<file path="config.mk">
export PLATFORM = sky130hd
export DESIGN_NAME = tetris_top
export DESIGN_NICKNAME = d
export VERILOG_FILES = /design/src/tetris_pkg.sv /design/src/board_if.sv /design/src/board_store.sv /design/src/column_height.sv /design/src/piece_lander.sv /design/src/game_ctrl.sv /design/src/tetris_top.sv
export VERILOG_INCLUDE_DIRS = /design/src
export SDC_FILE = /design/constraint.sdc
export NUM_CORES = 1
export LEC_CHECK = 0
export BUFFER_PORTS_ARGS = -buffer_cell sky130_fd_sc_hd__buf_2
export CORE_MARGIN = 3
export CORE_UTILIZATION = 65
export DETAILED_ROUTE_END_ITERATION = 12
export PLACE_DENSITY = 0.85
export SETUP_SLACK_MARGIN = 0.1
export SYNTH_ARGS = -nofsm -noshare
export SYNTH_HDL_FRONTEND = slang
export SYNTH_HIERARCHICAL = 1
export SYNTH_SLANG_ARGS = --single-unit
export TNS_END_PERCENT = 100
</file>
<file path="constraint.sdc">
create_clock -name clk -period 14.2 [get_ports clk]
set_input_delay 0.71 -clock clk [delete_from_list [all_inputs] [get_ports clk]]
set_output_delay 0.71 -clock clk [all_outputs]
set_load 0.02 [all_outputs]
</file>
<file path="src/tetris_defines.svh">
// board geometry is fixed by the 72-bit tetris output and must not be changed alone
`ifndef TETRIS_DEFINES_SVH
`define TETRIS_DEFINES_SVH

// --------------------------------------------------
// board geometry
// --------------------------------------------------

// columns across the board
`define BOARD_COLS 6

// stored rows, two hidden rows on top hold overflow
`define BOARD_ROWS 14

// rows shown on the tetris output
`define VISIBLE_ROWS 12

// --------------------------------------------------
// game limits
// --------------------------------------------------
`define PIECES_PER_GAME 16
`define HEIGHT_W 4

`endif

</file>
<file path="src/tetris_pkg.sv">
// row 0 is the bottom of the board and bit c of a row is column c
`include "tetris_defines.svh"

package tetris_pkg;

	// --------------------------------------------------
	// board storage
	// --------------------------------------------------

	// one board row
	typedef logic [`BOARD_COLS-1:0] row_t;

	// whole stored board including the hidden rows
	typedef row_t [`BOARD_ROWS-1:0] board_t;

	// index of the lowest empty cell above the stack
	typedef logic [`HEIGHT_W-1:0] height_t;

	// --------------------------------------------------
	// round inputs and outputs
	// --------------------------------------------------

	// shape code 0 to 7
	typedef logic [2:0] piece_t;

	// left column of the piece bounding box
	typedef logic [2:0] col_t;

	typedef logic [3:0] score_t;

	// round sequencing
	typedef enum logic [1:0] {
		IDLE,
		PLACE,
		DETECT
	} game_state_t;

endpackage

</file>
<file path="src/board_if.sv">
// the store accepts at most one command per edge and the controller keeps them exclusive
`timescale 1ns/1ps

interface board_if;
	import tetris_pkg::*;

	// current board and full row flag from the store
	board_t board;
	logic row_full;

	// commands
	logic place_en;
	board_t place_mask;
	logic clear_en;
	logic wipe;

	modport store (
		output board,
		output row_full,
		input place_en,
		input place_mask,
		input clear_en,
		input wipe
	);

	modport lander (
		output place_mask
	);

	modport ctrl (
		input board,
		input row_full,
		output place_en,
		output clear_en,
		output wipe
	);
endinterface

</file>
<file path="src/board_store.sv">
// applies one command per edge with wipe over clear over place and clears one row per edge
`timescale 1ns/1ps
`include "tetris_defines.svh"

module board_store (
	input logic clk,
	input logic rst_n,
	board_if.store bus
);
	import tetris_pkg::*;

	board_t board_q;
	board_t board_down;
	board_t board_cleared;
	logic [`HEIGHT_W-1:0] full_idx;
	logic full_found;

	// --------------------------------------------------
	// lowest full row search
	// --------------------------------------------------

	// scan from the top so the last hit is the lowest row
	always_comb begin
		full_idx = '0;
		full_found = 1'b0;
		for (int r = `BOARD_ROWS - 1; r >= 0; r--) begin
			if (&board_q[r]) begin
				full_idx = `HEIGHT_W'(r);
				full_found = 1'b1;
			end
		end
	end

	// --------------------------------------------------
	// row clear
	// --------------------------------------------------

	// every row moved down by one, top row comes in empty
	assign board_down = board_q >> `BOARD_COLS;

	// rows below the cleared one keep their place
	always_comb begin
		for (int r = 0; r < `BOARD_ROWS; r++) begin
			if (r < full_idx) begin
				board_cleared[r] = board_q[r];
			end else begin
				board_cleared[r] = board_down[r];
			end
		end
	end

	// --------------------------------------------------
	// board register
	// --------------------------------------------------
	always_ff @(posedge clk or negedge rst_n) begin
		if (!rst_n) begin
			board_q <= '0;
		end else if (bus.wipe) begin
			board_q <= '0;
		end else if (bus.clear_en) begin
			board_q <= board_cleared;
		end else if (bus.place_en) begin
			// the lander never overlaps filled cells
			board_q <= board_q | bus.place_mask;
		end
	end

	assign bus.board = board_q;
	assign bus.row_full = full_found;

endmodule

</file>
<file path="src/column_height.sv">
// a column height counts up to its top filled cell and ignores any holes below it
`timescale 1ns/1ps
`include "tetris_defines.svh"

module column_height (
	input tetris_pkg::board_t board,
	output tetris_pkg::height_t [`BOARD_COLS-1:0] heights,
	output logic overflow
);
	import tetris_pkg::*;

	// --------------------------------------------------
	// per column priority encoders
	// --------------------------------------------------

	// upward scan so the highest filled cell wins
	always_comb begin
		for (int c = 0; c < `BOARD_COLS; c++) begin
			heights[c] = '0;
			for (int r = 0; r < `BOARD_ROWS; r++) begin
				if (board[r][c]) begin
					heights[c] = height_t'(r + 1);
				end
			end
		end
	end

	// --------------------------------------------------
	// overflow into the hidden rows
	// --------------------------------------------------
	always_comb begin
		overflow = 1'b0;
		for (int c = 0; c < `BOARD_COLS; c++) begin
			if (heights[c] > `VISIBLE_ROWS) begin
				overflow = 1'b1;
			end
		end
	end

endmodule

</file>
<file path="src/piece_lander.sv">
// assumes the piece fits inside the board width and cells above the stored rows are dropped
`timescale 1ns/1ps
`include "tetris_defines.svh"

module piece_lander (
	input logic clk,
	input logic rst_n,
	input logic in_valid,
	input tetris_pkg::piece_t tetrominoes,
	input tetris_pkg::col_t position,
	input tetris_pkg::height_t [`BOARD_COLS-1:0] heights,
	board_if.lander bus
);
	import tetris_pkg::*;

	piece_t piece_q;
	col_t pos_q;
	height_t [3:0] cand_d;
	height_t [3:0] cand_q;
	height_t [`BOARD_COLS-1:0] h_win;
	height_t landing;
	height_t bottom;
	logic [3:0][3:0] pattern;
	row_t [3:0] piece_rows;
	board_t mask;

	// shape rows from the bottom edge, bit 0 is the left column
	function automatic logic [3:0][3:0] shape_rows(input piece_t p);
		case (p)
			3'd0: shape_rows = {4'b0000, 4'b0000, 4'b0011, 4'b0011};
			3'd1: shape_rows = {4'b0001, 4'b0001, 4'b0001, 4'b0001};
			3'd2: shape_rows = {4'b0000, 4'b0000, 4'b0000, 4'b1111};
			3'd3: shape_rows = {4'b0000, 4'b0011, 4'b0010, 4'b0010};
			3'd4: shape_rows = {4'b0000, 4'b0000, 4'b0111, 4'b0001};
			3'd5: shape_rows = {4'b0000, 4'b0001, 4'b0001, 4'b0011};
			3'd6: shape_rows = {4'b0000, 4'b0001, 4'b0011, 4'b0010};
			default: shape_rows = {4'b0000, 4'b0000, 4'b0110, 4'b0011};
		endcase
	endfunction

	// shape row that the landing candidates refer to
	function automatic height_t anchor_row(input piece_t p);
		case (p)
			3'd3: anchor_row = 4'd2;
			3'd4, 3'd6, 3'd7: anchor_row = 4'd1;
			default: anchor_row = 4'd0;
		endcase
	endfunction

	function automatic height_t max2(input height_t a, input height_t b);
		max2 = (a > b) ? a : b;
	endfunction

	// --------------------------------------------------
	// landing candidates, one per covered column
	// --------------------------------------------------
	assign h_win = heights >> (position * `HEIGHT_W);

	always_comb begin
		cand_d = '0;
		cand_d[0] = h_win[0];
		case (tetrominoes)
			3'd0, 3'd5: cand_d[1] = h_win[1];
			3'd2: cand_d = h_win[3:0];
			3'd3: cand_d[1] = h_win[1] + 4'd2;
			3'd4: begin
				cand_d[0] = h_win[0] + 4'd1;
				cand_d[1] = h_win[1];
				cand_d[2] = h_win[2];
			end
			3'd6: cand_d[1] = h_win[1] + 4'd1;
			3'd7: begin
				cand_d[0] = h_win[0] + 4'd1;
				cand_d[1] = h_win[1] + 4'd1;
				cand_d[2] = h_win[2];
			end
			default: cand_d[0] = h_win[0];
		endcase
	end

	always_ff @(posedge clk or negedge rst_n) begin
		if (!rst_n) begin
			piece_q <= '0;
			pos_q <= '0;
			cand_q <= '0;
		end else if (in_valid) begin
			piece_q <= tetrominoes;
			pos_q <= position;
			cand_q <= cand_d;
		end
	end

	// --------------------------------------------------
	// cell mask at the landing row
	// --------------------------------------------------
	always_comb begin
		landing = max2(max2(cand_q[0], cand_q[1]), max2(cand_q[2], cand_q[3]));
		bottom = landing - anchor_row(piece_q);
		pattern = shape_rows(piece_q);
		for (int k = 0; k < 4; k++) begin
			piece_rows[k] = row_t'(pattern[k]) << pos_q;
		end
		mask = '0;
		mask[3:0] = piece_rows;
		bus.place_mask = mask << (bottom * `BOARD_COLS);
	end

endmodule

</file>
<file path="src/game_ctrl.sv">
// expects the next in_valid only after score_valid and applies no back-pressure
`timescale 1ns/1ps
`include "tetris_defines.svh"

module game_ctrl (
	input logic clk,
	input logic rst_n,
	input logic in_valid,
	input logic overflow,
	board_if.ctrl bus,
	output logic score_valid,
	output logic fail,
	output logic tetris_valid,
	output tetris_pkg::score_t score,
	output logic [`VISIBLE_ROWS*`BOARD_COLS-1:0] tetris
);
	import tetris_pkg::*;

	game_state_t state_q;
	game_state_t state_d;
	score_t score_q;
	score_t score_d;
	logic [3:0] piece_cnt_q;
	logic [3:0] piece_cnt_d;
	logic game_over;

	// --------------------------------------------------
	// state, score and piece counter
	// --------------------------------------------------
	always_ff @(posedge clk or negedge rst_n) begin
		if (!rst_n) begin
			state_q <= IDLE;
			score_q <= '0;
			piece_cnt_q <= '0;
		end else begin
			state_q <= state_d;
			score_q <= score_d;
			piece_cnt_q <= piece_cnt_d;
		end
	end

	// overflow or the last piece of the game
	assign game_over = overflow || (piece_cnt_q == 4'(`PIECES_PER_GAME - 1));

	// --------------------------------------------------
	// round sequencing and output drive
	// --------------------------------------------------
	always_comb begin
		state_d = state_q;
		score_d = score_q;
		piece_cnt_d = piece_cnt_q;
		bus.place_en = 1'b0;
		bus.clear_en = 1'b0;
		bus.wipe = 1'b0;
		score_valid = 1'b0;
		fail = 1'b0;
		tetris_valid = 1'b0;
		score = '0;
		tetris = '0;
		case (state_q)
			IDLE: begin
				if (in_valid) begin
					state_d = PLACE;
				end
			end
			PLACE: begin
				bus.place_en = 1'b1;
				state_d = DETECT;
			end
			DETECT: begin
				if (bus.row_full) begin
					// one row per cycle
					bus.clear_en = 1'b1;
					score_d = score_q + 1'b1;
				end else begin
					score_valid = 1'b1;
					score = score_q;
					fail = overflow;
					state_d = IDLE;
					if (game_over) begin
						tetris_valid = 1'b1;
						tetris = bus.board[`VISIBLE_ROWS-1:0];
						bus.wipe = 1'b1;
						score_d = '0;
						piece_cnt_d = '0;
					end else begin
						piece_cnt_d = piece_cnt_q + 1'b1;
					end
				end
			end
			default: state_d = IDLE;
		endcase
	end

endmodule

</file>
<file path="src/tetris_top.sv">
// board is 6 columns by 12 visible rows plus two hidden rows and cannot be resized
`timescale 1ns/1ps
`include "tetris_defines.svh"

module tetris_top (
	input logic clk,
	input logic rst_n,
	input logic in_valid,
	input tetris_pkg::piece_t tetrominoes,
	input tetris_pkg::col_t position,
	output logic tetris_valid,
	output logic score_valid,
	output logic fail,
	output tetris_pkg::score_t score,
	output logic [`VISIBLE_ROWS*`BOARD_COLS-1:0] tetris
);
	import tetris_pkg::*;

	// stack heights and overflow flag
	height_t [`BOARD_COLS-1:0] heights;
	logic overflow;

	board_if bus ();

	// --------------------------------------------------
	// datapath
	// --------------------------------------------------
	board_store u_board_store (
		.clk(clk),
		.rst_n(rst_n),
		.bus(bus)
	);

	column_height u_column_height (
		.board(bus.board),
		.heights(heights),
		.overflow(overflow)
	);

	piece_lander u_piece_lander (
		.clk(clk),
		.rst_n(rst_n),
		.in_valid(in_valid),
		.tetrominoes(tetrominoes),
		.position(position),
		.heights(heights),
		.bus(bus)
	);

	// --------------------------------------------------
	// control
	// --------------------------------------------------
	game_ctrl u_game_ctrl (
		.clk(clk),
		.rst_n(rst_n),
		.in_valid(in_valid),
		.overflow(overflow),
		.bus(bus),
		.score_valid(score_valid),
		.fail(fail),
		.tetris_valid(tetris_valid),
		.score(score),
		.tetris(tetris)
	);

endmodule

</file>
# --- Yosys cells after proc, flatten, opt, wreduce, memory -nomap -nowiden ---
# Cells that the tools add are included.
op_classes:
  add_sub_neg: 6
  n_mul: 1
  div: 0
  magnitude_cmp: 23
  n_eq_ne: 32
  shifts: 6
  muxes: 165
  bitwise_logic: 2
  n_reduce_logical: 42
op_table:
  columns: ["op", "count"]
  rows:
  - ["4-bit 2-to-1 mux", 67]
  - ["84-bit 2-to-1 mux", 3]
  - ["72-bit 2-to-1 mux", 3]
  - ["13-bit one-hot mux with 7 select lines", 1]
  - ["6-bit 2-to-1 mux", 14]
  - ["84-bit OR", 1]
  - ["6-bit AND reduction", 14]
  - ["24-bit by 7-bit << shifter with 84-bit output", 1]
  - ["3-bit 2-to-1 mux", 24]
  - ["3-bit inequality test (second input constant)", 14]
  - ["1-bit 2-to-1 mux", 36]
  - ["2-bit AND reduction", 17]
  - ["2-bit 2-to-1 mux", 14]
  - ["3-bit equality test (second input constant)", 8]
  - ["4-bit > comparator (second input constant)", 6]
  - ["4-bit less-than comparator (first input constant)", 6]
  - ["24-bit by 5-bit >> shifter with 16-bit output", 1]
  - ["4-bit by 3-bit << shifter with 6-bit output", 3]
  - ["4-bit by 1-bit adder with 4-bit output (second input constant)", 4]
  - ["3-bit by 4-bit less-than comparator with 1-bit output (first input constant)", 4]
  - ["3-bit by 2-bit equality test with 1-bit output (second input constant)", 4]
  - ["4-bit > comparator", 3]
  - ["4-bit one-hot mux with 3 select lines", 1]
  - ["1-bit by 4-bit less-than comparator with 1-bit output (first input constant)", 2]
  - ["other kinds (21)", 26]
word_totals:
  regBits: 116
  latch_bits: 0
  ram_bits: 0
  mem_bits_ro: 0
  input_bits: 9
  out_inout_bits: 79
  elab_cells: 300
  memories: 0

# --- Logic depth before layout (Yosys ltp) ---
logic_depth:
  depth_word: 27
  mapped_depth: 32
  ltp_nobuf: 30

# --- By module ---
# Netlist, hierarchy kept.
by_module_without_submodules:
  columns: ["module", "instances", "cells_each", "area_per_inst_um2", "seq_area_each_um2"]
  rows:
  - ["piece_lander", 1, 754, 5083.6, 550.5]
  - ["board_store", 1, 584, 4760.8, 2102.0]
  - ["game_ctrl", 1, 136, 1047.3, 250.2]
  - ["column_height", 1, 148, 842.1, 0.0]

# --- Worst setup path before layout ---
# No wires, ideal clock.
synth_timing:
  kind: "register to register"
  start: "register u_piece_lander/cand_q[13] in the netlist's numbering"
  end: "register u_board_store.board_q (netlist bit u_board_store/bus.board[47])"
  setup_ns: 0.121
  t_arrival_ns: 5.860
  required_ns: 14.079
  setup_slack_ns: 8.219
  stages_incl_launch_ff: 28
  path_buffers: 3
  synth_period_minus_slack_ns: 5.981
  path_cell_list: "dfrtp_1 > inv_1 > ha_1 > nor2b_1 > o211ai_1 > a21oi_1 > mux2_2 > ha_1 > nor3_1 > o21ai_0 > o311ai_2 > o21ai_0 > o31ai_1 > ha_1 > inv_1 > fa_1 > ha_1 > fa_1 > clkbuf_1 > clkbuf_1 > clkbuf_1 > mux2i_1 > nor2_1 > nand3_1 > o21ai_0 > nor2_1 > nor2_1 > o22a_1"
synth_lines:
  columns: ["element", "line", "text"]
  rows:
  - ["start: declaration", "piece_lander.sv:19", "height_t [3:0] cand_q;"]
  - ["start signal: assignment", "piece_lander.sv:89", "cand_q <= cand_d;"]
  - ["end signal: assignment", "board_store.sv:61", "board_q <= board_cleared;"]
  - ["end signal: assignment", "board_store.sv:64", "board_q <= board_q | bus.place_mask;"]
  - ["end: declaration", "board_store.sv:12", "board_t board_q;"]

==> impl_metrics.tcl <==
set metrics [dict create \
    syn_inst 1622 \
    synth.distinct_cells 100 \
    start_util_pct 67.1 \
    synth_seq_cells 116 \
    numCtsBuffers 17 \
    fmax_ghz 0.128 \
    grt_setup_unrepaired "false" \
    grt_usage_pct 44.1 \
    gp_congestion 1.06 \
    cts_setup_buffers 0 \
    async_flop_share_pct 100 \
    cts.htree.levels 4 \
    clk_pin_slew_ns 0.06 \
    avgRoutedWirePerCell_um 23.7 \
    placementRows 48 \
    drt_pre_antenna_iters 7 \
    via_per_inst 7.08 \
    vias 13200 \
    syn_area_um2 11700 \
    setup_viol_count_final 0 \
    die_h_um 140 \
    io_pins 88 \
    worstPathArrival_ns 8.17 \
    cp-start-kind "flop" \
    cp_slowest_cell "nand2_1" \
    final_util_pct 72.8 \
    synth_edf_count 0 \
    syn_area_per_cell_um2 7.23 \
    diodes 0 \
    cts-hold-fix-buffers 0 \
    hold_ws_ns 0.368 \
    tightest_slew_ns 1.20 \
    max_cap_viol_count 0 \
    drive_above_1_share_pct 14.5 \
    cp_max_fo 62 \
    cts_tree "yes" \
    cp-end-kind "flop" \
    fin_crit_ns 7.81 \
    path_buf_inv 1 \
    fin_nets 1666 \
    detail-route-antenna-nets 0 \
    netlist_top_cells_area "dfrtp_1 (25%), nor2_1 (7.3%), a21oi_1 (7.0%)" \
    port_buffers 87 \
    cts_resized 0 \
    seq_area_frac_synth_pct 24.7 \
    synth_ff_type "dfrtp_1" \
    nFillCells 1473 \
    hpwl_mm 32.1 \
    cts.path.max_buffers 2 \
    grt_pass1_vias 12000 \
    post-synth-top-area-cell "dfrtp_1" \
    die_w_um 140 \
    maxSlewViolCount 0 \
    synth.top_cell.area_share_pct 24.7 \
    drt_iter0_drc 2281 \
    drt-total-wl_mm 44.3 \
    drc 0 \
    grt_pass1_wl_mm 68.6 \
    areaGrowthSynthToFinish_pct 8.45 \
    crit_type "reg2reg" \
    grt_overflow_total 0 \
    max_stage_delay_ns 0.53 \
    finalCritPeriodShare_pct 55.0 \
    root_buffer "clkbuf_16" \
    hold_path.class "in2async" \
    status "finished, final reports clean" \
    fin_worst_skew_ns 0.00841 \
    synth_common_cells "nor2_1 (229), a21oi_1 (165), nand2_1 (136)" \
    ys_warn_count 6 \
    max_slew_margin_pct 19.9 \
    core-area_um2 17500 \
    yosysMostFrequentCell "nor2_1" \
    clk_latency_ns 0.43 \
    cp_top_family "simple AND/OR/NAND/NOR gates" \
    tns_ns 0 \
    required_ns 14.56 \
    finalHoldViolations 0 \
    synth_nets 1655 \
    die-area_um2 19700 \
    grt_max_degree 77 \
    cts_sinks 116 \
    antenna_found_initial 2 \
]
routing by layer:
layer	GRT usage [%]	wire length, um	share of wire, %
met1	60.1	16900	38
met2	64.6	18500	42
met3	12.9	6260	14
met4	20.3	2620	5.9
met5	0	16	0.036
cell families (layout without fill, tap and decap cells):
kind of cell    after synthesis  in the layout  share of synthesized area (%)
flops                       116            116                           24.7
simple gates                688            688                           29.7
compound gates              516            516                           29.0
fa+ha+maj                    25             25                           2.77
mux                          57             57                           5.44
xor+xnor                     18             18                           1.34
buf+inv                     202            226                           6.98
worst register-to-register path: cells and delay by family (launching register included):
family	cells	cell delay, ns
flops	1	0.44
simple gates	9	2.34
xor+xnor	1	0.19
compound gates	8	1.97
fa+ha+maj	4	1.39
buf+inv	1	0.48
mux	3	0.95
path summary, 6_finish.rpt:
path	from	to	slack, ns	cells after the start
worst min-delay path	rst_n	u_piece_lander/cand_q[1]	0.37	1
worst max-delay path	u_piece_lander/cand_q[1]	u_board_store/bus.board[20]	6.39	26
max in group asynchronous	rst_n	u_board_store/bus.board[73]	12.47	2
worst max register to register	u_piece_lander/cand_q[1]	u_board_store/bus.board[20]	6.39	26
min in group clk	u_game_ctrl/piece_cnt_q[1]	u_game_ctrl/piece_cnt_q[1]	0.52	2
worst min register to register	u_game_ctrl/piece_cnt_q[1]	u_game_ctrl/piece_cnt_q[1]	0.52	2
registers in the layout (all words and copies together) (netlist names):
signal,flops
u_board_store/bus.board,84
u_game_ctrl/piece_cnt_q,4
u_game_ctrl/score_q,4
u_game_ctrl/state_q,2
u_piece_lander/cand_q,16
u_piece_lander/piece_q,3
u_piece_lander/pos_q,3
placed cells by master, fill, tap and decap left out, drive strengths merged, types with 15 or more instances in the layout:
cell / count
nand2: 137
mux2: 24
nand3: 39
nand2b: 25
o21a: 17
and2: 84
o22a: 21
mux2i: 30
inv: 99
o31ai: 29
or3: 15
a211oi: 16
nor2: 238
o211ai: 15
nor4: 20
buf: 99
clkbuf: 20
ha: 22
o22ai: 23
nor2b: 15
dfrtp: 116
o21ai: 95
a21oi: 171
o21bai: 19
nor3: 47
per-stage QoR:
| stage | instances | area, um^2 | setup WS [ns] |
|---|---|---|---|
| floorplan | 1622 | 11700 | 8.22 |
| detailed placement | 1839 | 12100 | 6.72 |
| finish | 1871 | 12700 | 6.39 |
| global route | 1871 | 12700 | 5.88 |
| CTS | 1871 | 12700 | 6.67 |
| global placement | 1839 | 12100 | 7.11 |
layout make-up:
| type | count | area (um^2) | share of cell area, % |
|---|---|---|---|
| multi-input combinational | 1304 | 8030 | 63.1 |
| sequential | 116 | 2900 | 22.8 |
| clock inverter | 12 | 166 | 1.31 |
| inverter | 95 | 357 | 2.80 |
| tap | 225 | 282 | 2.21 |
| timing repair buffer | 99 | 528 | 4.15 |
| clock buffer | 20 | 457 | 3.59 |
Power is not shown: default switching activity piles up to over one toggle a cycle in this logic, so the estimate is an artifact.
